**config.mk**
```make
export PLATFORM = sky130hd
export DESIGN_NAME = decoder
export DESIGN_NICKNAME = d
export VERILOG_FILES = /design/src/common/isa_pkg.sv /design/src/source/decoder.sv
export SDC_FILE = /design/constraint.sdc
export NUM_CORES = 1
export LEC_CHECK = 0
export BUFFER_PORTS_ARGS = -buffer_cell sky130_fd_sc_hd__buf_2
export CELL_PAD_IN_SITES_DETAIL_PLACEMENT = 2
export CELL_PAD_IN_SITES_GLOBAL_PLACEMENT = 2
export CORE_MARGIN = 2
export CORE_UTILIZATION = 11
export DETAILED_ROUTE_END_ITERATION = 10
export PLACE_DENSITY_LB_ADDON = 0.1
export SKIP_LAST_GASP = 1
export SYNTH_ARGS = -nofsm -noshare
export SYNTH_HDL_FRONTEND = slang
export SYNTH_SLANG_ARGS = --single-unit
```
**constraint.sdc**
```tcl
create_clock -name vclk -period 3.2
set_input_delay 0.64 -clock vclk [all_inputs]
set_output_delay 0.64 -clock vclk [all_outputs]
set_load 0.01 [all_outputs]
```
**src/common/isa_pkg.sv**
```systemverilog
package isa_pkg;

    localparam int XLEN = 32;
    localparam int REG_NUM = 32;
    localparam int REG_ADDR_LEN = 5;

    // major opcodes of the supported subset
    localparam logic [6:0] OPC_OP = 7'b0110011;
    localparam logic [6:0] OPC_OP_IMM = 7'b0010011;

    localparam logic [2:0] F3_ADD_SUB = 3'b000;
    localparam logic [2:0] F3_SLT = 3'b010;
    localparam logic [2:0] F3_XOR = 3'b100;
    localparam logic [2:0] F3_OR = 3'b110;
    localparam logic [2:0] F3_AND = 3'b111;

    localparam logic [6:0] F7_BASE = 7'b0000000;
    localparam logic [6:0] F7_SUB = 7'b0100000;
    localparam logic [6:0] F7_MULDIV = 7'b0000001;

    typedef struct packed {
        logic [6:0] funct7;
        logic [4:0] rs2;
        logic [4:0] rs1;
        logic [2:0] funct3;
        logic [4:0] rd;
        logic [6:0] opcode;
    } r_fields_t;

    typedef struct packed {
        logic [11:0] imm;
        logic [4:0] rs1;
        logic [2:0] funct3;
        logic [4:0] rd;
        logic [6:0] opcode;
    } i_fields_t;

    // one 32-bit word seen as R-type or I-type
    typedef union packed {
        r_fields_t r_fields;
        i_fields_t i_fields;
    } inst_word_u;

    typedef enum logic [0:0] {
        FU_ALU = 1'b0,
        FU_MUL = 1'b1
    } fu_e;

    typedef enum logic [2:0] {
        ALU_ADD,
        ALU_SUB,
        ALU_AND,
        ALU_OR,
        ALU_XOR,
        ALU_SLT
    } alu_func_e;

    typedef struct packed {
        logic valid;
        fu_e fu;
        alu_func_e alu_func;
        logic [REG_ADDR_LEN-1:0] rd;
        logic [REG_ADDR_LEN-1:0] rs1;
        logic [REG_ADDR_LEN-1:0] rs2;
        logic [XLEN-1:0] imm;
        // second operand comes from imm
        logic imm_valid;
        logic [XLEN-1:0] pc;
    } decoded_pack_t;

endpackage
```
**src/source/decoder.sv**
```systemverilog
module decoder (
    input  isa_pkg::inst_word_u inst,
    input  logic [isa_pkg::XLEN-1:0] inst_pc,
    input  logic inst_valid,
    output isa_pkg::decoded_pack_t decoded_pack
);
    import isa_pkg::*;

    always_comb begin
        logic known;
        known = 1'b1;
        // defaults form add x0, x0, 0
        decoded_pack.valid = inst_valid;
        decoded_pack.pc = inst_pc;
        decoded_pack.fu = FU_ALU;
        decoded_pack.alu_func = ALU_ADD;
        decoded_pack.rd = '0;
        decoded_pack.rs1 = '0;
        decoded_pack.rs2 = '0;
        decoded_pack.imm = '0;
        decoded_pack.imm_valid = 1'b1;
        case (inst.r_fields.opcode)
            OPC_OP: begin
                case ({inst.r_fields.funct7, inst.r_fields.funct3})
                    {F7_BASE, F3_ADD_SUB}: decoded_pack.alu_func = ALU_ADD;
                    {F7_SUB, F3_ADD_SUB}: decoded_pack.alu_func = ALU_SUB;
                    {F7_BASE, F3_SLT}: decoded_pack.alu_func = ALU_SLT;
                    {F7_BASE, F3_XOR}: decoded_pack.alu_func = ALU_XOR;
                    {F7_BASE, F3_OR}: decoded_pack.alu_func = ALU_OR;
                    {F7_BASE, F3_AND}: decoded_pack.alu_func = ALU_AND;
                    {F7_MULDIV, F3_ADD_SUB}: decoded_pack.fu = FU_MUL;
                    default: known = 1'b0;
                endcase
                if (known) begin
                    decoded_pack.rd = inst.r_fields.rd;
                    decoded_pack.rs1 = inst.r_fields.rs1;
                    decoded_pack.rs2 = inst.r_fields.rs2;
                    decoded_pack.imm_valid = 1'b0;
                end
            end
            OPC_OP_IMM: begin
                case (inst.i_fields.funct3)
                    F3_ADD_SUB: decoded_pack.alu_func = ALU_ADD;
                    F3_XOR: decoded_pack.alu_func = ALU_XOR;
                    F3_OR: decoded_pack.alu_func = ALU_OR;
                    F3_AND: decoded_pack.alu_func = ALU_AND;
                    default: known = 1'b0;
                endcase
                if (known) begin
                    decoded_pack.rd = inst.i_fields.rd;
                    decoded_pack.rs1 = inst.i_fields.rs1;
                    decoded_pack.imm = {{(XLEN-12){inst.i_fields.imm[11]}}, inst.i_fields.imm};
                end
            end
            default: known = 1'b0;
        endcase
    end

endmodule

```
==> flow_metrics.env <==
export IMPL_routed_wl_mm=3.21
export IMPL_top_layer="met4"
export IMPL_synth_cell_types=22
export IMPL_synth_cells=112
export IMPL_drt_iter0_drc=14
export IMPL_period_share=0.892
export IMPL_ir_drop_v=0.0000358
export IMPL_rsz0062_at_grt="no"
export IMPL_tightest_slew_ps=503
export IMPL_hold_buffers=0
export IMPL_ys_warn_count=0
export IMPL_setup_worst_path_class="in2out"
export IMPL_final_util=0.132
export IMPL_yosys_cell_count_top_type="buf_4"
export IMPL_worstHoldStart="inst_pc[0]"
export IMPL_n_clock_buffer=0
export IMPL_path_max_fanout=21
export IMPL_startpoint_type="input port"
export IMPL_vias=850
export IMPL_dieArea_um2=8100
export IMPL_synth_avg_cell_area_um2=7.26
export IMPL_crit_chain="buf_2 -> nor4b_1 -> and3_1 -> and3_1 -> buf_2"
export IMPL_dr_pass1_iters=3
export IMPL_nets=208
export IMPL_die_h_um=90.0
export IMPL_grt_pass1_vias=873
export IMPL_synth_area_um2=813
export IMPL_hold_path_class="in2out"
export IMPL_outcome="finished, final reports clean"
export IMPL_grt_max_degree=24
export IMPL_fin_cells=240
export IMPL_drtAntennaViolNets=0
export IMPL_synthTopCellsByArea="buf_4 49%, and3_1 22%, buf_2 2.5%"
export IMPL_max_slew_margin_rel=0.665
export IMPL_synthToLayoutAreaGrowth_pct=17.4
export IMPL_io_buffers=84
export IMPL_cts_resized_gates=0
export IMPL_ys_seq_area_frac=0
export IMPL_syn_nets=177
export IMPL_rows=31
export IMPL_dp_hpwl_mm=2.80
export IMPL_io_pins=150
export IMPL_yosysTopAreaCell="buf_4"
export IMPL_critPathLaunch="inst[3]"
export IMPL_critPathSlowestCell="and3_1"
export IMPL_wl_met3_um=329
export IMPL_cpPeakStageDelay_ps=540
export IMPL_cp_arrival_ps=2210
export IMPL_grt_pass1_wl_mm=4.95
export IMPL_p_leak_nw=0.645
export IMPL_grt_overflow=0
export IMPL_timing_fmax_mhz=351
export IMPL_core_um2=7210
export IMPL_seqCellArea_um2=0
export IMPL_gp_congestion=0.635
export IMPL_wl_per_cell_um=13.4
export IMPL_worstSetupEndpointType="output pin"
export IMPL_drive_above_1_share=0.681
export IMPL_die_w_um=90.0
export IMPL_dp_cells=240
export IMPL_antenna_found_initial=0
export IMPL_min_period_ps=2850
export IMPL_cp_data_required_time_ps=2560
export IMPL_n_antenna_cell=0
export IMPL_viasPerCell=3.54
export IMPL_dr_wl_met2_mm=1.68
export IMPL_hold_viol_final=0
export IMPL_initial_utilization=0.113
export IMPL_setup_tns_final_ps=0
export IMPL_p_per_area_nw_per_um2=52.5
export IMPL_yosys_area_top_type_share=0.489
export IMPL_seq_cell_count=0
export IMPL_final_max_slew_violation_count=0
export IMPL_maxCapViolations=0
export IMPL_setup_viol=0
export IMPL_met1Wirelength_mm=1.20
export IMPL_cts_setup_buffers=0
export IMPL_route_detailed_drc=0
export IMPL_yosys_top_cells_count="53 x buf_4, 28 x and3_1, 4 x buf_2, 4 x nand2_1"
export IMPL_gr_usage_all_layers=0.0725
==> stage by stage <==
stage / hold WS, ps / total power [W] / area [um2] / setup WS, ps
3_3_place_gp: 1280 / 0.0000504 / 955 / 339
4_1_cts: 1280 / 0.0000515 / 955 / 233
2_1_floorplan: 1330 / 0.0000608 / 813 / 544
6_report: 1280 / 0.0000501 / 955 / 347
5_1_grt: 1280 / 0.0000563 / 955 / 87.7
3_5_place_dp: 1280 / 0.0000515 / 955 / 234
==> power breakdown <==
part           switching, W  internal, W
clock                     0            0
sequential                0            0
combinational     0.0000261    0.0000240
==> worst max-delay path, delay by kind of cell <==
family                 cells  cell delay [ps]
AND/OR/NAND/NOR            3             1240
buffers and inverters      2              330
==> placed cells by master, fill, tap and decap left out <==
cell type  instances
o21a_1             1
a21oi_2            1
buf_2             84
nor3_2             2
nor2_2             1
mux2i_1            1
nor2_1             2
and3_1            28
a2111oi_2          1
o21bai_4           1
mux2_2             1
nand2_1            4
or2_2              1
nor3_1             2
nor4bb_2           1
buf_4              2
nand3_2            1
and4b_1            1
nor3b_1            2
nor4_1             1
o31a_1             1
nor4b_1            2
==> routing by layer <==
| metal | up-vias | track usage |
|---|---|---|
| met5 | - | 0 |
| met4 | 0 | 0.00385 |
| met3 | 2 | 0.0235 |
| met2 | 57 | 0.138 |
| met1 | 396 | 0.0828 |
| li1 | 395 | - |
==> path summary, 6_finish.rpt <==
check                              end  slack [ps]  depth (start not counted)
worst min-delay path   decoded_pack[0]        1280                          0
worst max-delay path  decoded_pack[50]         350                          5
==> cells by family after synthesis <==
| group | share of synthesized area |
|---|---|
| AO/OA/AOI/OAI | 0.0723 |
| buffers and inverters | 0.514 |
| AND/OR/NAND/NOR | 0.388 |
| multiplexers | 0.0262 |
==> cell type report <==
type / count / area [um2]
multi-input cells: 55 / 395
well taps: 99 / 124
fillers: 906 / 6260
repair buffers: 86 / 435
No activity file was read; power rests on OpenSTA's default activity.
