[src/common/isa_pkg.sv]
package isa_pkg;

    localparam int XLEN = 32;
    localparam int REG_NUM = 32;
    localparam int REG_ADDR_LEN = 5;

    // major opcodes of the supported subset
    localparam logic [6:0] OPC_OP = 7'b0110011;
    localparam logic [6:0] OPC_OP_IMM = 7'b0010011;

    localparam logic [2:0] F3_ADD_SUB = 3'b000;
    localparam logic [2:0] F3_SLT = 3'b010;
    localparam logic [2:0] F3_XOR = 3'b100;
    localparam logic [2:0] F3_OR = 3'b110;
    localparam logic [2:0] F3_AND = 3'b111;

    localparam logic [6:0] F7_BASE = 7'b0000000;
    localparam logic [6:0] F7_SUB = 7'b0100000;
    localparam logic [6:0] F7_MULDIV = 7'b0000001;

    typedef struct packed {
        logic [6:0] funct7;
        logic [4:0] rs2;
        logic [4:0] rs1;
        logic [2:0] funct3;
        logic [4:0] rd;
        logic [6:0] opcode;
    } r_fields_t;

    typedef struct packed {
        logic [11:0] imm;
        logic [4:0] rs1;
        logic [2:0] funct3;
        logic [4:0] rd;
        logic [6:0] opcode;
    } i_fields_t;

    // one 32-bit word seen as R-type or I-type
    typedef union packed {
        r_fields_t r_fields;
        i_fields_t i_fields;
    } inst_word_u;

    typedef enum logic [0:0] {
        FU_ALU = 1'b0,
        FU_MUL = 1'b1
    } fu_e;

    typedef enum logic [2:0] {
        ALU_ADD,
        ALU_SUB,
        ALU_AND,
        ALU_OR,
        ALU_XOR,
        ALU_SLT
    } alu_func_e;

    typedef struct packed {
        logic valid;
        fu_e fu;
        alu_func_e alu_func;
        logic [REG_ADDR_LEN-1:0] rd;
        logic [REG_ADDR_LEN-1:0] rs1;
        logic [REG_ADDR_LEN-1:0] rs2;
        logic [XLEN-1:0] imm;
        // second operand comes from imm
        logic imm_valid;
        logic [XLEN-1:0] pc;
    } decoded_pack_t;

endpackage
[src/common/ooo_pkg.sv]
package ooo_pkg;

    localparam int ROB_SIZE = 8;
    localparam int ROB_TAG_LEN = $clog2(ROB_SIZE);

    typedef struct packed {
        logic ready;
        logic [ROB_TAG_LEN-1:0] tag;
        logic [isa_pkg::XLEN-1:0] value;
    } operand_t;

    typedef struct packed {
        isa_pkg::fu_e fu;
        isa_pkg::alu_func_e func;
        logic [ROB_TAG_LEN-1:0] tag_dest;
        operand_t src1;
        operand_t src2;
    } rs_entry_t;

    typedef struct packed {
        logic valid;
        logic [isa_pkg::REG_ADDR_LEN-1:0] dest;
        logic [isa_pkg::XLEN-1:0] pc;
    } rob_alloc_t;

    typedef struct packed {
        logic valid;
        logic [ROB_TAG_LEN-1:0] tag;
        logic [isa_pkg::XLEN-1:0] value;
    } cdb_t;

    typedef struct packed {
        logic busy;
        logic done;
        logic [isa_pkg::REG_ADDR_LEN-1:0] dest;
        logic [isa_pkg::XLEN-1:0] pc;
        logic [isa_pkg::XLEN-1:0] value;
    } rob_entry_t;

    typedef struct packed {
        logic valid;
        logic [isa_pkg::REG_ADDR_LEN-1:0] rd;
        logic [isa_pkg::XLEN-1:0] value;
        logic [isa_pkg::XLEN-1:0] pc;
    } commit_t;

    // rename state of one architectural register
    typedef struct packed {
        logic mapped;
        logic done;
        logic [ROB_TAG_LEN-1:0] tag;
    } map_stat_t;

endpackage

[src/source/register_file.sv]
module register_file (
    input  logic clk,
    input  logic reset,
    input  ooo_pkg::commit_t commit,
    output logic [isa_pkg::REG_NUM-1:0][isa_pkg::XLEN-1:0] registers
);
    import isa_pkg::*;

    always_ff @(posedge clk) begin
        if (reset) begin
            registers <= '0;
        end else if (commit.valid && commit.rd != '0) begin
            // x0 stays zero
            registers[commit.rd] <= commit.value;
        end
    end

endmodule

[config.mk]
export PLATFORM = sky130hd
export DESIGN_NAME = register_file
export DESIGN_NICKNAME = d
export VERILOG_FILES = /design/src/common/isa_pkg.sv /design/src/common/ooo_pkg.sv /design/src/source/register_file.sv
export SDC_FILE = /design/constraint.sdc
export NUM_CORES = 2
export LEC_CHECK = 0
export ABC_AREA = 1
export BUFFER_PORTS_ARGS = -buffer_cell sky130_fd_sc_hd__buf_2
export CAP_MARGIN = 20
export CELL_PAD_IN_SITES_DETAIL_PLACEMENT = 1
export CELL_PAD_IN_SITES_GLOBAL_PLACEMENT = 1
export CORE_AREA = 2 2 430 432
export CTS_CLUSTER_SIZE = 12
export DETAILED_ROUTE_END_ITERATION = 8
export DIE_AREA = 0 0 432 434
export GPL_TIMING_DRIVEN = 0
export PLACE_DENSITY_LB_ADDON = 0.1
export SYNTH_ARGS = -nofsm -noshare
export SYNTH_HDL_FRONTEND = slang
export SYNTH_SLANG_ARGS = --single-unit
[constraint.sdc]
create_clock -name clk -period 2.03 [get_ports clk]
set_clock_uncertainty 0.15 [all_clocks]
set_input_delay 0.3045 -clock clk [delete_from_list [all_inputs] [get_ports clk]]
set_output_delay 0.3045 -clock clk [all_outputs]
set_load 0.1 [all_outputs]
==> results.json <==
{
  "rows": 157,
  "routed-via-count": 36640,
  "violations": "negative setup slack",
  "portBuffers": 1062,
  "relSlewSlack_pct": 16.18,
  "cp_data_required_time_ns": 2.54,
  "hpwl_mm": 178.4,
  "largest_register": "registers",
  "grt_pass1_vias": 36050,
  "power_density_nw_per_um2": 938.7,
  "overflow": 0,
  "htree_num_levels": 4,
  "critical_path.endpoint_type": "flop",
  "largest_reg_flops": 1024,
  "clk_pin_slew_ns": 0.06,
  "vdd_drop_max_uv": 640.1,
  "leakage_nw": 22.84,
  "finalSetupViolCount": 4,
  "syn_avg_cell_area_um2": 8.182,
  "cts.path.max_buffers": 3,
  "yosysMostFrequentCell": "dfxtp_1",
  "cp_max_fo": 10,
  "arrival_ns": 2.55,
  "syn_inst": 4314,
  "core_area_um2": 182500,
  "finish.net_count": 5663,
  "synth.net_count": 4386,
  "area_growth_pct": 48.41,
  "start_kind": "input port",
  "routedWlPerCell_um": 28.96,
  "synth_top_area_share_pct": 58.08,
  "synth_edf_count": 0,
  "grt_antenna_before_repair": 31,
  "drc": 0,
  "pin_count": 1096,
  "cts_tree": "yes",
  "start_util_pct": 19.34,
  "cts.sinks": 1024,
  "routed_wl_mm": 234.3,
  "routabilityCongestion": 0.8306,
  "grt_pass1_wl_mm": 312.2,
  "grtUsageTotal_pct": 24.08,
  "synth_top_area_cell": "dfxtp_1",
  "ys.flop_type": "dfxtp_1",
  "drive_above_1_share_pct": 25.94,
  "hold_depth": 3,
  "final-max-slew-violation-count": 0,
  "drtIter0Drc": 2238,
  "ant_nets": 0,
  "clkLatencyLatePin_ns": 0.79,
  "dr.pass1.iters": 5,
  "synth_area_leaders": "dfxtp_1 (58%), o21ai_0 (11%), a21oi_1 (10%), nor2_1 (5.1%), clkbuf_1 (4.1%)",
  "path_class": "input port to flop",
  "grt_max_degree": 17,
  "status": "finished with violations",
  "async_flop_share_pct": 0,
  "finalHoldViolations": 0,
  "synth_seq_area_share_pct": 58.08,
  "reg_top3": "registers (1024)",
  "clock-root-buffer": "clkbuf_16",
  "synthDistinctLibCells": 14,
  "yosysWarnings": 0,
  "ys_top_cells_by_count": "dfxtp_1 (1024), o21ai_0 (768), a21oi_1 (736), nor2_1 (478), clkbuf_1 (382)",
  "finalWorstSetupSlack_ns": -0.004513,
  "synth_seq_cells": 1024,
  "tns_ns": -0.005274,
  "max_freq_mhz": 491.5,
  "die_area_um2": 187500,
  "fin_crit_sh_pct": 100.2,
  "reg2regPathDepth": 2,
  "rsz0062_at_grt": "true",
  "cts_made_buffers": 131,
  "dieHeight_um": 434,
  "viasPerCell": 4.528,
  "die_x_um": 432,
  "worstMarginPinSlew_ns": 1.257,
  "post-route-min-period_ns": 2.035,
  "power_mw": 49.17,
  "timing.max_cap.violations": 0,
  "syn_area_um2": 35300,
  "hp-class": "input port to flop"
}
-- layer usage --
metal	track usage, %	wire length [µm]	share of wire [%]
met1	29.63	99090	42
met2	41.01	113700	49
met4	9.613	9820	4.2
met3	4.819	11660	5.0
met5	0	13	0.0055
-- layout make-up --
cell class | count | area, µm²
Fill cell | 21600 | 130100
Sequential cell | 1024 | 20520
Multi-Input combinational cell | 2555 | 12180
Timing Repair Buffer | 1146 | 9453
Clock buffer | 199 | 3854
Tap cell | 2385 | 2984
Buffer | 437 | 1797
Inverter | 296 | 1111
Clock inverter | 37 | 452.9
Antenna cell | 13 | 32.53
-- repair_timing --
item / in CTS / in global routing
setup buffers: 0 / 6
resized for setup: 1225 / 99
hold endpoints to repair: 99 / 0
pin swaps: 1 / 1
hold buffers: 38 / 0
endpoints found under the setup margin: 1786 / 489
-- worst max-delay path: stages --
cell and delay (ns):
dlygate4sd3_1 0.59, buf_2 0.16, inv_1 0.07, buf_2 0.54, clkbuf_1 0.53, buf_8 0.24
a21oi_1 0.08
-- power breakdown --
| part | internal [mW] | switching (mW) | total [mW] |
|---|---|---|---|
| logic | 0.892 | 4.00 | 4.89 |
| registers | 20.4 | 0.169 | 20.5 |
| clock network | 13.7 | 10.0 | 23.8 |
| total | 35.0 | 14.2 | 49.2 |
-- per-stage QoR --
stage                     cells  worst slack (ns)  cell area, µm²  util [%]  hold WS, ns
after floorplan            4314            0.3409           35300         -       0.2894
after global placement     7761            -2.166           43590     23.89       0.2584
after detailed placement   7798            -1.753           44210     24.23       0.2629
after CTS                  8072           -0.2098           52100     28.55     0.001173
after global routing       8084          -0.01001           52360     28.69      0.06530
final                      8092         -0.004513           52380     28.70      0.03712
-- path summary, 6_finish.rpt --
check	from	to	slack, ns
setup / recovery	commit[51]	registers[211]	-0.005
hold / removal	reset	registers[10]	0.04
setup reg to reg	registers[966]	registers[966]	1.09
hold reg to reg	registers[26]	registers[26]	0.27
-- kinds of logic (layout without fill, tap and decap cells) --
kind of cell,after synthesis,after routing,share of synthesized area (%)
other,0,13,0
AO/OA/AOI/OAI,1504,1504,21.33
buffers and inverters,735,2115,7.937
flip-flops,1024,1024,58.08
AND/OR/NAND/NOR,1051,1051,12.66
-- cell usage in the layout, fill, tap and decap left out --
master         netlist  routed
clkbuf_1           382     334
inv_1              295     295
clkbuf_8             0      32
buf_4                0     923
nand2_1            357     356
nand3_1             15      10
buf_1               23      22
diode_2              0      13
nor2_2               6       9
nor2_1             478     455
inv_6                0       7
clkbuf_16            0     131
clkinv_4             0       1
clkbuf_4             0       4
buf_6                0      85
clkinv_16            0       2
o21ai_0            768     768
buf_2               34      74
inv_16               0       4
buf_16               0       4
inv_2                1       1
dfxtp_1           1024    1009
clkinvlp_4           0       2
bufinv_16            0       4
nand2_2              1       2
dfxtp_2              0      15
buf_12               0       3
dlygate4sd3_1        0      38
nand4_1            194     194
a21oi_1            736     736
clkinv_2             0      15
clkbuf_2             0      77
clkinv_8             0       2
nand3_2              0       5
buf_8                0      55
nor2_4               0      20
No activity file was read; power rests on OpenSTA's default activity.
