===== config.mk =====
export PLATFORM = sky130hd
export DESIGN_NAME = reorder_buffer
export DESIGN_NICKNAME = d
export VERILOG_FILES = /design/src/common/isa_pkg.sv /design/src/common/ooo_pkg.sv /design/src/source/reorder_buffer.sv
export SDC_FILE = /design/constraint.sdc
export NUM_CORES = 1
export LEC_CHECK = 0
export BUFFER_PORTS_ARGS = -buffer_cell sky130_fd_sc_hd__clkbuf_2
export CAP_MARGIN = 20
export CELL_PAD_IN_SITES_DETAIL_PLACEMENT = 1
export CELL_PAD_IN_SITES_GLOBAL_PLACEMENT = 2
export CORE_AREA = 2 2 280 282
export CTS_BUF_LIST = sky130_fd_sc_hd__clkbuf_4 sky130_fd_sc_hd__clkbuf_8
export CTS_CLUSTER_SIZE = 20
export DETAILED_ROUTE_END_ITERATION = 10
export DIE_AREA = 0 0 282 284
export PLACE_DENSITY = 0.81
export SLEW_MARGIN = 20
export SYNTH_ARGS = -nofsm -noshare
export SYNTH_HDL_FRONTEND = slang
export SYNTH_SLANG_ARGS = --single-unit

===== constraint.sdc =====
create_clock -name clk -period 15.1 [get_ports clk]
set_input_delay 0.755 -clock clk [delete_from_list [all_inputs] [get_ports clk]]
set_output_delay 0.755 -clock clk [all_outputs]
set_load 0.02 [all_outputs]

===== src/common/isa_pkg.sv =====
package isa_pkg;

    localparam int XLEN = 32;
    localparam int REG_NUM = 32;
    localparam int REG_ADDR_LEN = 5;

    // major opcodes of the supported subset
    localparam logic [6:0] OPC_OP = 7'b0110011;
    localparam logic [6:0] OPC_OP_IMM = 7'b0010011;

    localparam logic [2:0] F3_ADD_SUB = 3'b000;
    localparam logic [2:0] F3_SLT = 3'b010;
    localparam logic [2:0] F3_XOR = 3'b100;
    localparam logic [2:0] F3_OR = 3'b110;
    localparam logic [2:0] F3_AND = 3'b111;

    localparam logic [6:0] F7_BASE = 7'b0000000;
    localparam logic [6:0] F7_SUB = 7'b0100000;
    localparam logic [6:0] F7_MULDIV = 7'b0000001;

    typedef struct packed {
        logic [6:0] funct7;
        logic [4:0] rs2;
        logic [4:0] rs1;
        logic [2:0] funct3;
        logic [4:0] rd;
        logic [6:0] opcode;
    } r_fields_t;

    typedef struct packed {
        logic [11:0] imm;
        logic [4:0] rs1;
        logic [2:0] funct3;
        logic [4:0] rd;
        logic [6:0] opcode;
    } i_fields_t;

    // one 32-bit word seen as R-type or I-type
    typedef union packed {
        r_fields_t r_fields;
        i_fields_t i_fields;
    } inst_word_u;

    typedef enum logic [0:0] {
        FU_ALU = 1'b0,
        FU_MUL = 1'b1
    } fu_e;

    typedef enum logic [2:0] {
        ALU_ADD,
        ALU_SUB,
        ALU_AND,
        ALU_OR,
        ALU_XOR,
        ALU_SLT
    } alu_func_e;

    typedef struct packed {
        logic valid;
        fu_e fu;
        alu_func_e alu_func;
        logic [REG_ADDR_LEN-1:0] rd;
        logic [REG_ADDR_LEN-1:0] rs1;
        logic [REG_ADDR_LEN-1:0] rs2;
        logic [XLEN-1:0] imm;
        // second operand comes from imm
        logic imm_valid;
        logic [XLEN-1:0] pc;
    } decoded_pack_t;

endpackage

===== src/common/ooo_pkg.sv =====
package ooo_pkg;

    localparam int ROB_SIZE = 8;
    localparam int ROB_TAG_LEN = $clog2(ROB_SIZE);

    typedef struct packed {
        logic ready;
        logic [ROB_TAG_LEN-1:0] tag;
        logic [isa_pkg::XLEN-1:0] value;
    } operand_t;

    typedef struct packed {
        isa_pkg::fu_e fu;
        isa_pkg::alu_func_e func;
        logic [ROB_TAG_LEN-1:0] tag_dest;
        operand_t src1;
        operand_t src2;
    } rs_entry_t;

    typedef struct packed {
        logic valid;
        logic [isa_pkg::REG_ADDR_LEN-1:0] dest;
        logic [isa_pkg::XLEN-1:0] pc;
    } rob_alloc_t;

    typedef struct packed {
        logic valid;
        logic [ROB_TAG_LEN-1:0] tag;
        logic [isa_pkg::XLEN-1:0] value;
    } cdb_t;

    typedef struct packed {
        logic busy;
        logic done;
        logic [isa_pkg::REG_ADDR_LEN-1:0] dest;
        logic [isa_pkg::XLEN-1:0] pc;
        logic [isa_pkg::XLEN-1:0] value;
    } rob_entry_t;

    typedef struct packed {
        logic valid;
        logic [isa_pkg::REG_ADDR_LEN-1:0] rd;
        logic [isa_pkg::XLEN-1:0] value;
        logic [isa_pkg::XLEN-1:0] pc;
    } commit_t;

    // rename state of one architectural register
    typedef struct packed {
        logic mapped;
        logic done;
        logic [ROB_TAG_LEN-1:0] tag;
    } map_stat_t;

endpackage


===== src/source/reorder_buffer.sv =====
module reorder_buffer (
    input  logic clk,
    input  logic reset,
    input  ooo_pkg::rob_alloc_t rob_alloc,
    input  ooo_pkg::cdb_t cdb,
    output logic [ooo_pkg::ROB_TAG_LEN-1:0] alloc_tag,
    output logic full,
    output ooo_pkg::rob_entry_t [ooo_pkg::ROB_SIZE-1:0] rob,
    output ooo_pkg::commit_t commit
);
    import ooo_pkg::*;

    logic [ROB_TAG_LEN-1:0] head;
    logic [ROB_TAG_LEN-1:0] tail;
    logic [ROB_TAG_LEN:0] count;

    assign alloc_tag = tail;
    assign full = (count == ROB_SIZE);

    // head retires as soon as its result is in
    assign commit.valid = rob[head].busy && rob[head].done;
    assign commit.rd = rob[head].dest;
    assign commit.value = rob[head].value;
    assign commit.pc = rob[head].pc;

    always_ff @(posedge clk) begin
        if (reset) begin
            head <= '0;
            tail <= '0;
            count <= '0;
            for (int i = 0; i < ROB_SIZE; i++) begin
                rob[i].busy <= 1'b0;
                rob[i].done <= 1'b0;
            end
        end else begin
            if (commit.valid) begin
                rob[head].busy <= 1'b0;
                head <= head + 1'b1;
            end
            if (cdb.valid) begin
                rob[cdb.tag].done <= 1'b1;
                rob[cdb.tag].value <= cdb.value;
            end
            if (rob_alloc.valid) begin
                rob[tail].busy <= 1'b1;
                rob[tail].done <= 1'b0;
                rob[tail].dest <= rob_alloc.dest;
                rob[tail].pc <= rob_alloc.pc;
                tail <= tail + 1'b1;
            end
            count <= count + (ROB_TAG_LEN+1)'(rob_alloc.valid)
                           - (ROB_TAG_LEN+1)'(commit.valid);
        end
    end

endmodule


==> run summary <==
Status -> complete, no violations
Final worst path period share -> 32.9%
Root Driver -> clkbuf_8
GPL Wtd Cong -> 0.880
Remaining Overflow, GRT -> 0
Synthesis-stage register bit count -> 578
Ys Warns -> 0
Drt pass-1 iters -> 5
Ys flop type -> edfxtp_1
P&R area growth vs syn -> 29.0%
Max_slew headroom -> 34.5%
Leak pwr -> 11.4 nW
Area contributors post-synth -> edfxtp_1, mux4_2, and2_1
Skew final -> 0.0195 ns
Hpwl dp -> 64.2 mm
Initial Utilization -> 31.3%
Final setup viols -> 0
Initial DRC Count -> 1,269
CP required -> 14.35 ns
WL final -> 92.6 mm
Largest net degree at the start of global routing -> 61
Mapped Area -> 24,100 µm²
Post-Synth Simple-Gate Area -> 9.69%
CP Capture Type -> output port
DR vias/cell -> 4.98
Max-slew violations -> 0
Worst Setup Start Kind -> flop
Total global-route track usage -> 22.6%
Critical path type -> reg2out
Hold buffer count at cts -> 0
Area of the core -> 77,000 µm²
ANT nets after route -> 0
Cell variety after synth -> 43
Longest Clk Path Bufs -> 3
Synth Area in Compound Gates -> 0.727%
Final min period -> 4.97 ns
Final hold violations -> 0
Die X -> 282 µm
Final nets -> 2,164
Fmax -> 201 MHz
Mean Syn Cell Area -> 18.4 µm²
Layout cell share with drive strength beyond 1 -> 53.0%
I/O Pins -> 718
Die Ht -> 284 µm
Synth Area in XOR/XNOR -> 0.109%
WL per Instance -> 28.9 µm
Post-CTS Setup Inserts -> 0
Most frequent cells in the layout -> clkbuf_2, edfxtp_1, and2_1, mux4_2, clkbuf_8
Worst Slack Setup Final -> 10.13 ns
PD cells -> 112 nW/µm²
Post-cts sizing count -> 0
CP Max Fanout -> 48
Clock tree from TritonCTS -> built
Crit path DAT -> 4.22 ns
Clk slew on worst S/H paths -> 0.06 ns
Largest family of logic cells by synthesized area -> multiplexers
Post-Synthesis Cells -> 1,311
Number of synthesized flops with an enable pin -> 552
TritonCTS Buffers -> 99
RSZ-0062 raised after global routing -> false
First-pass GRT wire length -> 129 mm
Synth top area share -> 68.8%
Post-synthesis adder-cell area fraction -> 0.446%
Hold slack -> 0.340 ns
Final setup TNS -> 0 ns
Max-cap check violation count -> 0
Worst vdd ir -> 64.2 µV
Initial antenna violation count -> 9
Top cell type by total area after synthesis -> edfxtp_1
CTS sink cnt -> 578
Placement Setup Slack -> 10.71 ns
Async SR Flop Fraction -> 0%
DRC errors left -> 0
Vias in the first global route -> 17,000
Worst-Margin Slew -> 0.983 ns
Hold Crit Class -> in2reg
Most common cell after layout, fill and taps aside -> clkbuf_2
Via count -> 16,000
Port Buf Inserts -> 717
Num rows -> 102
Multiplexer share of the synthesized area -> 16.3%
CTS H-Tree Depth -> 3
Post-synthesis sequential area ratio -> 70.9%
Net Count, Synth -> 1,395
Clk Latency, worst-skew pair -> 0.68 ns
Die area -> 80,100 µm²
==> worst paths after layout <==
path / startpoint / endpoint / slack (ns) / depth (start not counted)
worst min register to register: rob[141] / rob[141] / 0.52 / 2
worst max register to register: head[0] / count[2] / 11.37 / 11
worst min-delay path: cdb[7] / rob[220] / 0.34 / 1
worst max-delay path: head[0] / commit[3] / 10.13 / 5
==> cell usage after synthesis (all sizes together) (4+ instances only) <==
cell type	n
edfxtp	552
and2	298
mux4	139
mux2	69
clkbuf	52
nor2	32
buf	31
dfxtp	26
nor3	22
a21oi	15
nand2	13
inv	9
ha	7
nand2b	6
nand3b	4
==> registers in the layout, indices dropped and copies added, names as in the netlist <==
register	flops
rob	568
alloc_tag	3
count	4
head	3
==> metal layers <==
layer	share of wire, %	GRT usage, %	vias to the layer above
met5	0.040	0	-
li1	-	-	6629
met2	51	39.8	819
met3	9.7	7.81	153
met4	3.6	8.58	6
met1	36	24.8	8348
==> critical path: stages (launching register included) <==
cell	delay, ns
dfxtp_4	0.78
buf_4	0.70
buf_4	0.82
mux4_2	0.62
mux2_2	0.29
clkbuf_2	0.16
==> where the power goes <==
part / internal (mW) / total, mW / switching [mW]
clock network: 0.828 / 1.50 / 0.675
registers: 1.78 / 1.80 / 0.0193
logic: 0.0620 / 0.188 / 0.126
==> layout make-up <==
class                   instances  area (µm²)
flip-flops and latches        578       17100
clock buffers                 133        1630
repair buffers                751        3840
clock inverters                51         445
well taps                    1040        1300
diodes                          3        7.51
fillers                      7980       45900
multi-input cells             641        6710
inverters                       9        33.8
==> cells by family (layout without fill, tap and decap cells) <==
kind of cell,after synthesis,in the layout
flops,578,578
simple gates,393,393
mux,209,209
buf+inv,92,944
compound gates,28,28
fa+ha+maj,8,8
xor+xnor,3,3
other cells,0,3
==> stage by stage <==
stage          utilization (%)  cell area (µm²)  total power [mW]  std cells
6_report                  40.4            31100              3.49       3206
5_1_grt                   40.4            31100              3.61       3204
4_1_cts                   40.4            31100              3.53       3203
3_5_place_dp              37.7            29000              2.02       3019
3_3_place_gp              37.7            29000              2.01       3019
2_1_floorplan                -            24100              1.92       1311
No activity file was read; power rests on OpenSTA's default activity.
