**src/common/isa_pkg.sv**
```systemverilog
package isa_pkg;

    localparam int XLEN = 32;
    localparam int REG_NUM = 32;
    localparam int REG_ADDR_LEN = 5;

    // major opcodes of the supported subset
    localparam logic [6:0] OPC_OP = 7'b0110011;
    localparam logic [6:0] OPC_OP_IMM = 7'b0010011;

    localparam logic [2:0] F3_ADD_SUB = 3'b000;
    localparam logic [2:0] F3_SLT = 3'b010;
    localparam logic [2:0] F3_XOR = 3'b100;
    localparam logic [2:0] F3_OR = 3'b110;
    localparam logic [2:0] F3_AND = 3'b111;

    localparam logic [6:0] F7_BASE = 7'b0000000;
    localparam logic [6:0] F7_SUB = 7'b0100000;
    localparam logic [6:0] F7_MULDIV = 7'b0000001;

    typedef struct packed {
        logic [6:0] funct7;
        logic [4:0] rs2;
        logic [4:0] rs1;
        logic [2:0] funct3;
        logic [4:0] rd;
        logic [6:0] opcode;
    } r_fields_t;

    typedef struct packed {
        logic [11:0] imm;
        logic [4:0] rs1;
        logic [2:0] funct3;
        logic [4:0] rd;
        logic [6:0] opcode;
    } i_fields_t;

    // one 32-bit word seen as R-type or I-type
    typedef union packed {
        r_fields_t r_fields;
        i_fields_t i_fields;
    } inst_word_u;

    typedef enum logic [0:0] {
        FU_ALU = 1'b0,
        FU_MUL = 1'b1
    } fu_e;

    typedef enum logic [2:0] {
        ALU_ADD,
        ALU_SUB,
        ALU_AND,
        ALU_OR,
        ALU_XOR,
        ALU_SLT
    } alu_func_e;

    typedef struct packed {
        logic valid;
        fu_e fu;
        alu_func_e alu_func;
        logic [REG_ADDR_LEN-1:0] rd;
        logic [REG_ADDR_LEN-1:0] rs1;
        logic [REG_ADDR_LEN-1:0] rs2;
        logic [XLEN-1:0] imm;
        // second operand comes from imm
        logic imm_valid;
        logic [XLEN-1:0] pc;
    } decoded_pack_t;

endpackage
```
**src/common/ooo_pkg.sv**
```systemverilog
package ooo_pkg;

    localparam int ROB_SIZE = 8;
    localparam int ROB_TAG_LEN = $clog2(ROB_SIZE);

    typedef struct packed {
        logic ready;
        logic [ROB_TAG_LEN-1:0] tag;
        logic [isa_pkg::XLEN-1:0] value;
    } operand_t;

    typedef struct packed {
        isa_pkg::fu_e fu;
        isa_pkg::alu_func_e func;
        logic [ROB_TAG_LEN-1:0] tag_dest;
        operand_t src1;
        operand_t src2;
    } rs_entry_t;

    typedef struct packed {
        logic valid;
        logic [isa_pkg::REG_ADDR_LEN-1:0] dest;
        logic [isa_pkg::XLEN-1:0] pc;
    } rob_alloc_t;

    typedef struct packed {
        logic valid;
        logic [ROB_TAG_LEN-1:0] tag;
        logic [isa_pkg::XLEN-1:0] value;
    } cdb_t;

    typedef struct packed {
        logic busy;
        logic done;
        logic [isa_pkg::REG_ADDR_LEN-1:0] dest;
        logic [isa_pkg::XLEN-1:0] pc;
        logic [isa_pkg::XLEN-1:0] value;
    } rob_entry_t;

    typedef struct packed {
        logic valid;
        logic [isa_pkg::REG_ADDR_LEN-1:0] rd;
        logic [isa_pkg::XLEN-1:0] value;
        logic [isa_pkg::XLEN-1:0] pc;
    } commit_t;

    // rename state of one architectural register
    typedef struct packed {
        logic mapped;
        logic done;
        logic [ROB_TAG_LEN-1:0] tag;
    } map_stat_t;

endpackage

```
**src/source/reservation_station.sv**
```systemverilog
module reservation_station #(
    parameter int RS_DEPTH = 4
) (
    input  logic clk,
    input  logic reset,
    input  logic load,
    input  ooo_pkg::rs_entry_t entry_in,
    input  ooo_pkg::cdb_t cdb,
    input  logic issue_enable,
    output logic full,
    output logic issue_valid,
    output ooo_pkg::rs_entry_t issue_entry
);
    import ooo_pkg::*;

    localparam int IDX_W = (RS_DEPTH > 1) ? $clog2(RS_DEPTH) : 1;
    localparam int CNT_W = $clog2(RS_DEPTH + 1);

    // slot 0 is the oldest and the queue compacts on issue
    rs_entry_t slots [RS_DEPTH];
    rs_entry_t slots_next [RS_DEPTH];
    logic [CNT_W-1:0] count;
    logic [IDX_W-1:0] pick;
    logic ready_found;

    function automatic operand_t snoop(input operand_t op, input cdb_t bus);
        if (!op.ready && bus.valid && bus.tag == op.tag) begin
            op.ready = 1'b1;
            op.value = bus.value;
        end
        return op;
    endfunction

    // lowest index wins, so scan from the top
    always_comb begin
        ready_found = 1'b0;
        pick = '0;
        for (int i = RS_DEPTH - 1; i >= 0; i--) begin
            if (i < int'(count) && slots[i].src1.ready && slots[i].src2.ready) begin
                ready_found = 1'b1;
                pick = IDX_W'(i);
            end
        end
    end

    assign issue_valid = ready_found && issue_enable;
    assign issue_entry = slots[pick];
    assign full = (count == RS_DEPTH);

    always_comb begin
        int src;
        int pos;
        for (int i = 0; i < RS_DEPTH; i++) begin
            src = (issue_valid && i >= int'(pick)) ? i + 1 : i;
            if (src < RS_DEPTH) begin
                slots_next[i] = slots[src];
            end else begin
                slots_next[i] = slots[i];
            end
            slots_next[i].src1 = snoop(slots_next[i].src1, cdb);
            slots_next[i].src2 = snoop(slots_next[i].src2, cdb);
        end
        // new entry goes behind the survivors
        pos = int'(count) - int'(issue_valid);
        if (load && pos < RS_DEPTH) begin
            slots_next[pos] = entry_in;
        end
    end

    always_ff @(posedge clk) begin
        if (reset) begin
            count <= '0;
        end else begin
            count <= count + CNT_W'(load) - CNT_W'(issue_valid);
        end
    end

    always_ff @(posedge clk) begin
        slots <= slots_next;
    end

endmodule

```
**config.mk**
```make
export PLATFORM = sky130hd
export DESIGN_NAME = reservation_station
export DESIGN_NICKNAME = d
export VERILOG_FILES = /design/src/common/isa_pkg.sv /design/src/common/ooo_pkg.sv /design/src/source/reservation_station.sv
export SDC_FILE = /design/constraint.sdc
export NUM_CORES = 1
export LEC_CHECK = 0
export BUFFER_PORTS_ARGS = -buffer_cell sky130_fd_sc_hd__buf_2
export CORE_ASPECT_RATIO = 1.5
export CORE_MARGIN = 2
export CORE_UTILIZATION = 35
export CTS_CLUSTER_DIAMETER = 40
export CTS_CLUSTER_SIZE = 8
export DETAILED_ROUTE_END_ITERATION = 12
export PLACE_DENSITY = 0.59
export SLEW_MARGIN = 20
export SYNTH_ARGS = -nofsm -noshare
export SYNTH_HDL_FRONTEND = slang
export SYNTH_SLANG_ARGS = --single-unit
```
**constraint.sdc**
```tcl
create_clock -name clk -period 3.8 [get_ports clk]
set_input_delay 0.76 -clock clk [delete_from_list [all_inputs] [get_ports clk]]
set_output_delay 0.76 -clock clk [all_outputs]
set_load 0.01 [all_outputs]
```
==> results_dict.tcl <==
set metrics [dict create \
    max_freq_mhz 265 \
    grtUsageMet1 0.291 \
    die_area_sq_um 56700 \
    grt_pass1_wl_microns 112000 \
    die_width_microns 195 \
    crit_fanout 36 \
    syn-cell-area_sq_um 19200 \
    ir_drop_uv 562 \
    slew-limit-headroom 0.310 \
    grt-ovfl-total 0 \
    cts_buffer_depth 3 \
    finalCritPeriodShare 0.991 \
    ant_nets 0 \
    grt_max_degree 95 \
    hold_viol 0 \
    p_per_area_nw_per_um2 1140 \
    setup-tns-final_ps 0 \
    synth_top_cell_area_share 0.333 \
    leakage_nw 9.85 \
    arrival_ps 3010 \
    period_needed_ps 3770 \
    fin_hold_ws_ps 382 \
    synth_nets 2494 \
    synth.top_cells.by_count "nand2_1 (464), dfxtp_1 (319), mux2i_1 (191)" \
    placed_area_sq_um 21000 \
    synth_async_sr_flop_share 0 \
    syn_area_per_cell_sq_um 8.10 \
    drive_gt1_frac 0.247 \
    synth_cell_types 66 \
    drv_cap 0 \
    dieHeight_microns 291 \
    yosys.area_share.simple 0.171 \
    power_mw 26.5 \
    initial_core_util 0.353 \
    startpoint_type "flip-flop" \
    area_growth_pct 21.0 \
    synth_compound_area_frac 0.217 \
    synthMuxAreaShare 0.202 \
    ys_ff_latch 319 \
    cts_tree "done" \
    clk_pin_slew_worst_paths_ps 50 \
    worstPathRequired_ps 3040 \
    grt_use_met2 0.451 \
    synth_top_family_by_area "compound AO/OA/AOI/OAI gates" \
    status "completed" \
    post-route-util 0.427 \
    tightest_slew_ps 1040 \
    htreeDepth 2 \
    io_buffer_count 199 \
    clock_sinks 319 \
    yosys_warnings 0 \
    via_per_inst 5.85 \
    syn-instance-count 2368 \
    final_nets 2583 \
    cts_made_buffers 54 \
    grt_usage 0.255 \
    gp_congestion 0.863 \
    busiest_layer "met2" \
    synth.area.top_cells "dfxtp_1 (33%), mux2_2 (10%), mux2i_1 (10%)" \
    wl_per_cell_microns 23.7 \
    hp-class "input pin to flip-flop" \
    synth_top_area_cell "dfxtp_1" \
    drtIter0Drc 1402 \
    synth-edff-count 0 \
    insertion_delay_ps 600 \
    route.detailed.drc 0 \
    synthMostInstantiatedCell "nand2_1" \
    final_area_sq_um 23200 \
    finalMaxSlewViolations 0 \
    cts-root-buf "clkbuf_16" \
    synth_adder_area_share 0.00496 \
    setup_viol 0 \
    totalWireLength_microns 75500 \
    core_sq_um 54400 \
    grt_pass1_vias 18700 \
    io_pins 200 \
    antenna_found_initial 11 \
    hpwl_microns 46400 \
    cp-end-kind "output pin" \
    synthFlopType "dfxtp_1" \
    drtPass1Iterations 6 \
    seq_area_frac_synth 0.333 \
    num_vias 18600 \
    use_met3 0.0450 \
    worst_clock_skew_ps 14.1 \
    path_class "flip-flop to output pin" \
    synthXorXnorAreaFrac 0.00777 \
    num_rows 105 \
]
critical path: stages, from the launching register on:
cell and delay, ps:
dfxtp_4 370, inv_2 70, ha_4 200, nand3b_1 190, buf_4 170, nor2_4 170, o22ai_2 160, nor2b_4 180
buf_12 180, and3_1 190, a31oi_2 270, buf_2 210
final timing paths:
| path | end | slack [ps] | cells past startpoint | from |
|---|---|---|---|---|
| min reg2reg | slots[77] | 510 | 1 | slots[77] |
| max | issue_entry[17] | 30 | 11 | count[1] |
| max reg2reg | slots[243] | 620 | 12 | count[1] |
| min | count[1] | 380 | 2 | reset |
cell type report:
cell class | instances | area (sq um)
tap | 695 | 870
clock inverter | 13 | 209
sequential | 319 | 6390
timing repair buffer | 283 | 2220
clock buffer | 68 | 1500
inverter | 16 | 60.1
fill | 5448 | 31200
antenna | 6 | 15.0
multi-input combinational | 1783 | 12000
cell usage in the layout, fill, tap and decap left out, types with 41 or more instances in the layout:
cell / instances
nor3_1: 66
nand2_1: 462
buf_4: 41
nor2_1: 105
o21ai_0: 50
buf_2: 199
clkbuf_16: 59
a31oi_1: 68
o21ai_1: 69
o31ai_1: 88
a21oi_1: 178
mux2i_1: 191
and3_1: 77
dfxtp_1: 316
mux2_2: 174
repair_timing:
item,in CTS,in global routing
pin swaps,1,0
buffers inserted,10,0
setup endpoints to repair,79,76
hold buffers,0,0
resized for setup,22,28
cloned,1,4
kinds of logic after synthesis:
group / count (synthesis)
mux: 366
simple gates: 763
fa+ha+maj: 7
compound gates: 630
buf+inv: 266
flops: 319
xor+xnor: 17
stage by stage:
stage          std cells  worst slack (ps)
2_1_floorplan       2368               558
3_3_place_gp        3081               226
3_5_place_dp        3081               167
4_1_cts             3173              8.92
5_1_grt             3180             -2.58
6_report            3183              32.5
flip-flops by register name, indices dropped and copies added (netlist names):
name	count
count	3
slots	316
layer usage:
metal / vias up / wire length (microns) / part of all wire
met5: - / 80 / 0.0011
li1: 8647 / - / -
met2: 768 / 37800 / 0.50
met1: 8978 / 29500 / 0.39
met3: 222 / 4610 / 0.061
met4: 10 / 3490 / 0.046
power by group:
group          switching, mW  total (mW)  internal, mW
combinational           8.67        15.1          6.44
sequential              1.33        6.60          5.27
clock                   1.71        4.77          3.06
Note: power is estimated with default switching activity, not from simulation.
