`src/common/isa_pkg.sv`:
```
package isa_pkg;

    localparam int XLEN = 32;
    localparam int REG_NUM = 32;
    localparam int REG_ADDR_LEN = 5;

    // major opcodes of the supported subset
    localparam logic [6:0] OPC_OP = 7'b0110011;
    localparam logic [6:0] OPC_OP_IMM = 7'b0010011;

    localparam logic [2:0] F3_ADD_SUB = 3'b000;
    localparam logic [2:0] F3_SLT = 3'b010;
    localparam logic [2:0] F3_XOR = 3'b100;
    localparam logic [2:0] F3_OR = 3'b110;
    localparam logic [2:0] F3_AND = 3'b111;

    localparam logic [6:0] F7_BASE = 7'b0000000;
    localparam logic [6:0] F7_SUB = 7'b0100000;
    localparam logic [6:0] F7_MULDIV = 7'b0000001;

    typedef struct packed {
        logic [6:0] funct7;
        logic [4:0] rs2;
        logic [4:0] rs1;
        logic [2:0] funct3;
        logic [4:0] rd;
        logic [6:0] opcode;
    } r_fields_t;

    typedef struct packed {
        logic [11:0] imm;
        logic [4:0] rs1;
        logic [2:0] funct3;
        logic [4:0] rd;
        logic [6:0] opcode;
    } i_fields_t;

    // one 32-bit word seen as R-type or I-type
    typedef union packed {
        r_fields_t r_fields;
        i_fields_t i_fields;
    } inst_word_u;

    typedef enum logic [0:0] {
        FU_ALU = 1'b0,
        FU_MUL = 1'b1
    } fu_e;

    typedef enum logic [2:0] {
        ALU_ADD,
        ALU_SUB,
        ALU_AND,
        ALU_OR,
        ALU_XOR,
        ALU_SLT
    } alu_func_e;

    typedef struct packed {
        logic valid;
        fu_e fu;
        alu_func_e alu_func;
        logic [REG_ADDR_LEN-1:0] rd;
        logic [REG_ADDR_LEN-1:0] rs1;
        logic [REG_ADDR_LEN-1:0] rs2;
        logic [XLEN-1:0] imm;
        // second operand comes from imm
        logic imm_valid;
        logic [XLEN-1:0] pc;
    } decoded_pack_t;

endpackage
```
`src/common/ooo_pkg.sv`:
```
package ooo_pkg;

    localparam int ROB_SIZE = 8;
    localparam int ROB_TAG_LEN = $clog2(ROB_SIZE);

    typedef struct packed {
        logic ready;
        logic [ROB_TAG_LEN-1:0] tag;
        logic [isa_pkg::XLEN-1:0] value;
    } operand_t;

    typedef struct packed {
        isa_pkg::fu_e fu;
        isa_pkg::alu_func_e func;
        logic [ROB_TAG_LEN-1:0] tag_dest;
        operand_t src1;
        operand_t src2;
    } rs_entry_t;

    typedef struct packed {
        logic valid;
        logic [isa_pkg::REG_ADDR_LEN-1:0] dest;
        logic [isa_pkg::XLEN-1:0] pc;
    } rob_alloc_t;

    typedef struct packed {
        logic valid;
        logic [ROB_TAG_LEN-1:0] tag;
        logic [isa_pkg::XLEN-1:0] value;
    } cdb_t;

    typedef struct packed {
        logic busy;
        logic done;
        logic [isa_pkg::REG_ADDR_LEN-1:0] dest;
        logic [isa_pkg::XLEN-1:0] pc;
        logic [isa_pkg::XLEN-1:0] value;
    } rob_entry_t;

    typedef struct packed {
        logic valid;
        logic [isa_pkg::REG_ADDR_LEN-1:0] rd;
        logic [isa_pkg::XLEN-1:0] value;
        logic [isa_pkg::XLEN-1:0] pc;
    } commit_t;

    // rename state of one architectural register
    typedef struct packed {
        logic mapped;
        logic done;
        logic [ROB_TAG_LEN-1:0] tag;
    } map_stat_t;

endpackage

```
`src/dispatch/dispatcher.sv`:
```
module dispatcher (
    input  logic clk,
    input  logic reset,
    input  isa_pkg::decoded_pack_t decoded_pack,
    input  logic [isa_pkg::REG_NUM-1:0][isa_pkg::XLEN-1:0] registers,
    input  ooo_pkg::rob_entry_t [ooo_pkg::ROB_SIZE-1:0] rob,
    input  logic [ooo_pkg::ROB_TAG_LEN-1:0] alloc_tag,
    input  logic rob_full,
    input  ooo_pkg::cdb_t cdb,
    input  ooo_pkg::commit_t commit,
    input  logic [1:0] rs_full,
    output ooo_pkg::rs_entry_t rs_entry,
    output logic [1:0] rs_load,
    output ooo_pkg::rob_alloc_t rob_alloc,
    output logic stall
);
    import isa_pkg::*;
    import ooo_pkg::*;

    decoded_pack_t held;
    map_stat_t src1_stat;
    map_stat_t src2_stat;
    logic dispatch;

    // unmapped -> regfile, done -> rob, else catch it on the cdb
    function automatic operand_t source(input map_stat_t stat, input logic [XLEN-1:0] reg_val,
                                        input logic [XLEN-1:0] rob_val, input cdb_t bus);
        operand_t op;
        op.tag = stat.tag;
        op.ready = 1'b1;
        if (!stat.mapped) begin
            op.value = reg_val;
        end else if (stat.done) begin
            op.value = rob_val;
        end else if (bus.valid && bus.tag == stat.tag) begin
            op.value = bus.value;
        end else begin
            op.ready = 1'b0;
            op.value = '0;
        end
        return op;
    endfunction

    // held pack stays put while stalled
    always_ff @(posedge clk) begin
        if (reset) begin
            held.valid <= 1'b0;
        end else if (!stall) begin
            held <= decoded_pack;
        end
    end

    map_table map_table_i (
        .clk(clk),
        .reset(reset),
        .rs1(held.rs1),
        .rs2(held.rs2),
        .rd(held.rd),
        .assign_flag(dispatch),
        .alloc_tag(alloc_tag),
        .cdb(cdb),
        .commit(commit),
        .src1_stat(src1_stat),
        .src2_stat(src2_stat)
    );

    always_comb begin
        rs_entry.fu = held.fu;
        rs_entry.func = held.alu_func;
        rs_entry.tag_dest = alloc_tag;
        rs_entry.src1 = source(src1_stat, registers[held.rs1], rob[src1_stat.tag].value, cdb);
        if (held.imm_valid) begin
            rs_entry.src2.ready = 1'b1;
            rs_entry.src2.tag = '0;
            rs_entry.src2.value = held.imm;
        end else begin
            rs_entry.src2 = source(src2_stat, registers[held.rs2], rob[src2_stat.tag].value,
                                   cdb);
        end
    end

    assign stall = held.valid && (rs_full[held.fu] || rob_full);
    assign dispatch = held.valid && !stall;

    always_comb begin
        rs_load = '0;
        rs_load[held.fu] = dispatch;
    end

    assign rob_alloc.valid = dispatch;
    assign rob_alloc.dest = held.rd;
    assign rob_alloc.pc = held.pc;

endmodule

```
`src/dispatch/map_table.sv`:
```
module map_table (
    input  logic clk,
    input  logic reset,
    input  logic [isa_pkg::REG_ADDR_LEN-1:0] rs1,
    input  logic [isa_pkg::REG_ADDR_LEN-1:0] rs2,
    input  logic [isa_pkg::REG_ADDR_LEN-1:0] rd,
    input  logic assign_flag,
    input  logic [ooo_pkg::ROB_TAG_LEN-1:0] alloc_tag,
    input  ooo_pkg::cdb_t cdb,
    input  ooo_pkg::commit_t commit,
    output ooo_pkg::map_stat_t src1_stat,
    output ooo_pkg::map_stat_t src2_stat
);
    import isa_pkg::*;
    import ooo_pkg::*;

    map_stat_t map [REG_NUM];
    // follows the rob head since commits retire tags in order
    logic [ROB_TAG_LEN-1:0] retire_tag;

    always_ff @(posedge clk) begin
        if (reset) begin
            retire_tag <= '0;
            for (int i = 0; i < REG_NUM; i++) begin
                map[i].mapped <= 1'b0;
                map[i].done <= 1'b0;
            end
        end else begin
            if (commit.valid) begin
                retire_tag <= retire_tag + 1'b1;
                // only drop it if no younger producer took over
                if (map[commit.rd].mapped && map[commit.rd].tag == retire_tag) begin
                    map[commit.rd].mapped <= 1'b0;
                end
            end
            for (int i = 0; i < REG_NUM; i++) begin
                if (cdb.valid && map[i].mapped && map[i].tag == cdb.tag) begin
                    map[i].done <= 1'b1;
                end
            end
            // x0 never gets renamed
            if (assign_flag && rd != '0) begin
                map[rd].mapped <= 1'b1;
                map[rd].done <= 1'b0;
                map[rd].tag <= alloc_tag;
            end
        end
    end

    assign src1_stat = map[rs1];
    assign src2_stat = map[rs2];

endmodule

```
`config.mk`:
```
export PLATFORM = sky130hd
export DESIGN_NAME = dispatcher
export DESIGN_NICKNAME = d
export VERILOG_FILES = /design/src/common/isa_pkg.sv /design/src/common/ooo_pkg.sv /design/src/dispatch/dispatcher.sv /design/src/dispatch/map_table.sv
export SDC_FILE = /design/constraint.sdc
export NUM_CORES = 1
export LEC_CHECK = 0
export ABC_CLOCK_PERIOD_IN_PS = 5500
export CORE_AREA = 4 4 737 739
export CTS_CLUSTER_SIZE = 25
export DETAILED_ROUTE_END_ITERATION = 16
export DIE_AREA = 0 0 741 743
export DONT_BUFFER_PORTS = 1
export GPL_TIMING_DRIVEN = 0
export PLACE_DENSITY = 0.3
export SLEW_MARGIN = 20
export SYNTH_ARGS = -nofsm -noshare
export SYNTH_HDL_FRONTEND = slang
export SYNTH_SLANG_ARGS = --single-unit
```
`constraint.sdc`:
```
create_clock -name clk -period 5.5 [get_ports clk]
set_clock_uncertainty 0.15 [all_clocks]
set_input_delay 1.1 -clock clk [delete_from_list [all_inputs] [get_ports clk]]
set_output_delay 1.1 -clock clk [all_outputs]
set_load 0.02 [all_outputs]
```
==> run_results.csv <==
group,metric,value,unit
min_path,hold_class,"in2reg",
critical_path,cp.arrival,4.25,ns
critical_path,worst-setup-path-type,"reg2out",
detailed_routing,post-route-drc-count,0,
yosys,muxShareOfSynthArea,0.519,
yosys,avgSynthCellArea,12.1,um^2
timing,rsz0062_at_grt,"yes",
timing,finalHoldViolCount,0,
global_route,grt_use_total,0.195,
timing,worstMarginPinSlew,1.31,ns
yosys,ys_async_sr_fraction,0,
die,start_util,0.0668,
detailed_routing,vias,38500,
yosys,ys.flop_type,"edfxtp_1",
layout,syn_to_final_growth,43.8,%
placement,port-buffer-count,0,
timing,finalWorstSetupSlack,-0.00378,ns
min_path,min_from,"decoded_pack[58]",
timing,setup_violations,1,
power,p_total,11.0,mW
placement,gp_congestion,0.957,
critical_path,cp_slowest_cell,"a211oi_1",
outcome,violations,"negative setup slack",
clocking,cts_tree,"done",
critical_path,max_stage_delay,0.52,ns
timing,max_clock_freq,182,MHz
detailed_routing,wl_per_cell,52.7,um
critical_path,crit_required,4.25,ns
detailed_routing,wirelength,562000,um
critical_path,cp-start-kind,"flop",
power,ir_worst_vdd,0.000257,V
clocking,numCtsBuffers,40,
power,power_density,213,nW/um^2
timing,hold_ws,0.318,ns
timing,final_max_slew_viol_count,0,
die,rows,269,
timing,max_slew_margin,0.126,
global_route,overflow,0,
yosys,ys_seq_elements,258,
detailed_routing,vias_per_cell,3.61,
clocking,clock_latency,0.71,ns
placement,dp_hpwl,509000,um
placement,dp_cells,10200,
clocking,cts-hold-fix-buffers,0,
yosys,synth_compound_area_frac,0.130,
critical_path,cp_num_buf_inv,6,
clocking,htree_levels,2,
timing,post-route-period-util,1.00,
yosys,synth_warnings,0,
critical_path,crit_family,"buffers and inverters",
critical_path,crit_chain,"buf_8 > buf_6 > mux2i_1 > a22oi_2 > nand4b_1 > nand4_1 > buf_4 > buf_6 > buf_8 > buf_6 > mux2i_1 > a211oi_1 > a211o_2",
yosys,netlist_area,35800,um^2
run,cap_violations,0,
yosys,syn_inst,2972,
clocking,ctsLongestPathBuffers,3,
critical_path,worstPathMaxFanout,10,
layout,layout-drive-gt1-share,0.473,
yosys,synth_edf_count,180,
layout,stdcell_count,10700,
die,dieArea,551000,um^2
yosys,synth_top_cell_area_share,0.375,
yosys,synth_top_family_by_area,"multiplexers",
detailed_routing,detail-route-antenna-nets,0,
outcome,status,"finished, violations left",
clocking,clock-root-buffer,"clkbuf_16",
power,total_leakage_power,15.0,nW
yosys,synth_fa_ha_area_frac,0.000349,
placement,place_worst_setup_slack,-1.74,ns
yosys,yosysUniqueCellTypes,64,
global_route,grt_max_degree,44,
die,die_h,743,um
critical_path,cp-end-kind,"output port",
detailed_routing,drt-pass1-iter-count,8,
yosys,synthTopCellsByCount,"596 x mux4_2, 418 x mux2i_1, 199 x clkbuf_1",
yosys,yosysTopAreaCell,"mux4_2",
yosys,synth-simple-area-share,0.0760,
clocking,cts.reportedPaths.clkPinSlew,0.07,ns
yosys,synth_xor_area_frac,0.0259,
yosys,post-synth-top-count-cell,"mux4_2",
global_route,grt_pass1_vias,34900,
global_route,grt_pass1_wl,643000,um
layout,nets,4914,
global_route,antenna_found_initial,427,
detailed_routing,drt_iter0_drc,5653,
critical_path,r2r_setup_slack,1.63,ns
die,io_pins,1911,
die,die_w,741,um
die,core_area,536000,um^2
clocking,clock-sinks,258,
critical_path,reg2reg_from,"rs_entry[78]",
yosys,synthTopCellsByArea,"mux4_2 37%, edfxtp_1 15%, mux2i_1 12%",
critical_path,crit_top_cell,"buf_6",
yosys,seq_area_frac_synth,0.194,
timing,min_period,5.50,ns
power breakdown:
part	switching (mW)	internal, mW	total (mW)
clock	1.34	1.61	2.95
sequential	0.0687	2.13	2.20
combinational	3.80	2.01	5.81
total	5.21	5.75	11.0
cells by family (layout without fill, tap and decap cells):
logic type / after synthesis / after routing
other cells: 1 / 324
flops: 258 / 258
xor+xnor: 106 / 106
fa+ha+maj: 1 / 1
compound gates: 622 / 622
mux: 1102 / 1102
buf+inv: 396 / 572
simple gates: 486 / 486
state kept, by name, indices dropped and copies added, names as in the netlist, named ones only:
register and count:
held 44, map_table_i.map 160, rob_alloc 37, rs_entry 4
map_table_i.retire_tag 3
metal layers:
layer	vias to the layer above	GRT usage	share of wire
met5	-	0	0.0028
met4	228	0.0741	0.048
met3	878	0.113	0.14
met2	3576	0.314	0.45
met1	20500	0.211	0.35
li1	13300	-	-
placed cells by master, fill, tap and decap left out, types with 70 or more instances in the layout:
cell type / n
mux2_2: 87
mux2i_1: 364
xor2_1: 70
edfxtp_1: 180
and2_1: 96
nor2_1: 113
mux4_2: 596
clkbuf_2: 75
buf_4: 141
dfxtp_1: 70
diode_2: 318
a22oi_1: 157
area by class of cell:
class	count	area, um^2
timing repair buffer	110	1690
buffer	382	3090
clock inverter	27	335
inverter	7	30.0
fill	61600	485000
clock buffer	46	1060
antenna	318	796
sequential	258	6980
multi-input combinational	2323	28600
tap	7181	8980
timing repair:
item / 4_1_cts / 5_1_grt
gates resized for setup: 619 / 40
buffers inserted: 50 / 1
endpoints found under the setup margin: 69 / 45
pin swaps: 42 / 11
through the flow:
stage           TNS, ns  cell area, um^2  utilization
2_1_floorplan         0            35900            -
3_3_place_gp    -531.80            44800       0.0836
3_5_place_dp     -68.02            46500       0.0868
4_1_cts          -0.309            50600       0.0944
5_1_grt         -0.0603            51000       0.0952
6_report       -0.00378            51500       0.0961
final timing paths:
path / end / cells after the start
max: rs_entry[42] / 13
min: held[58] / 0
max reg2reg: map_table_i.map[1][2] / 6
min reg2reg: map_table_i.map[1][3] / 2
Note: power is estimated with default switching activity, not from simulation.
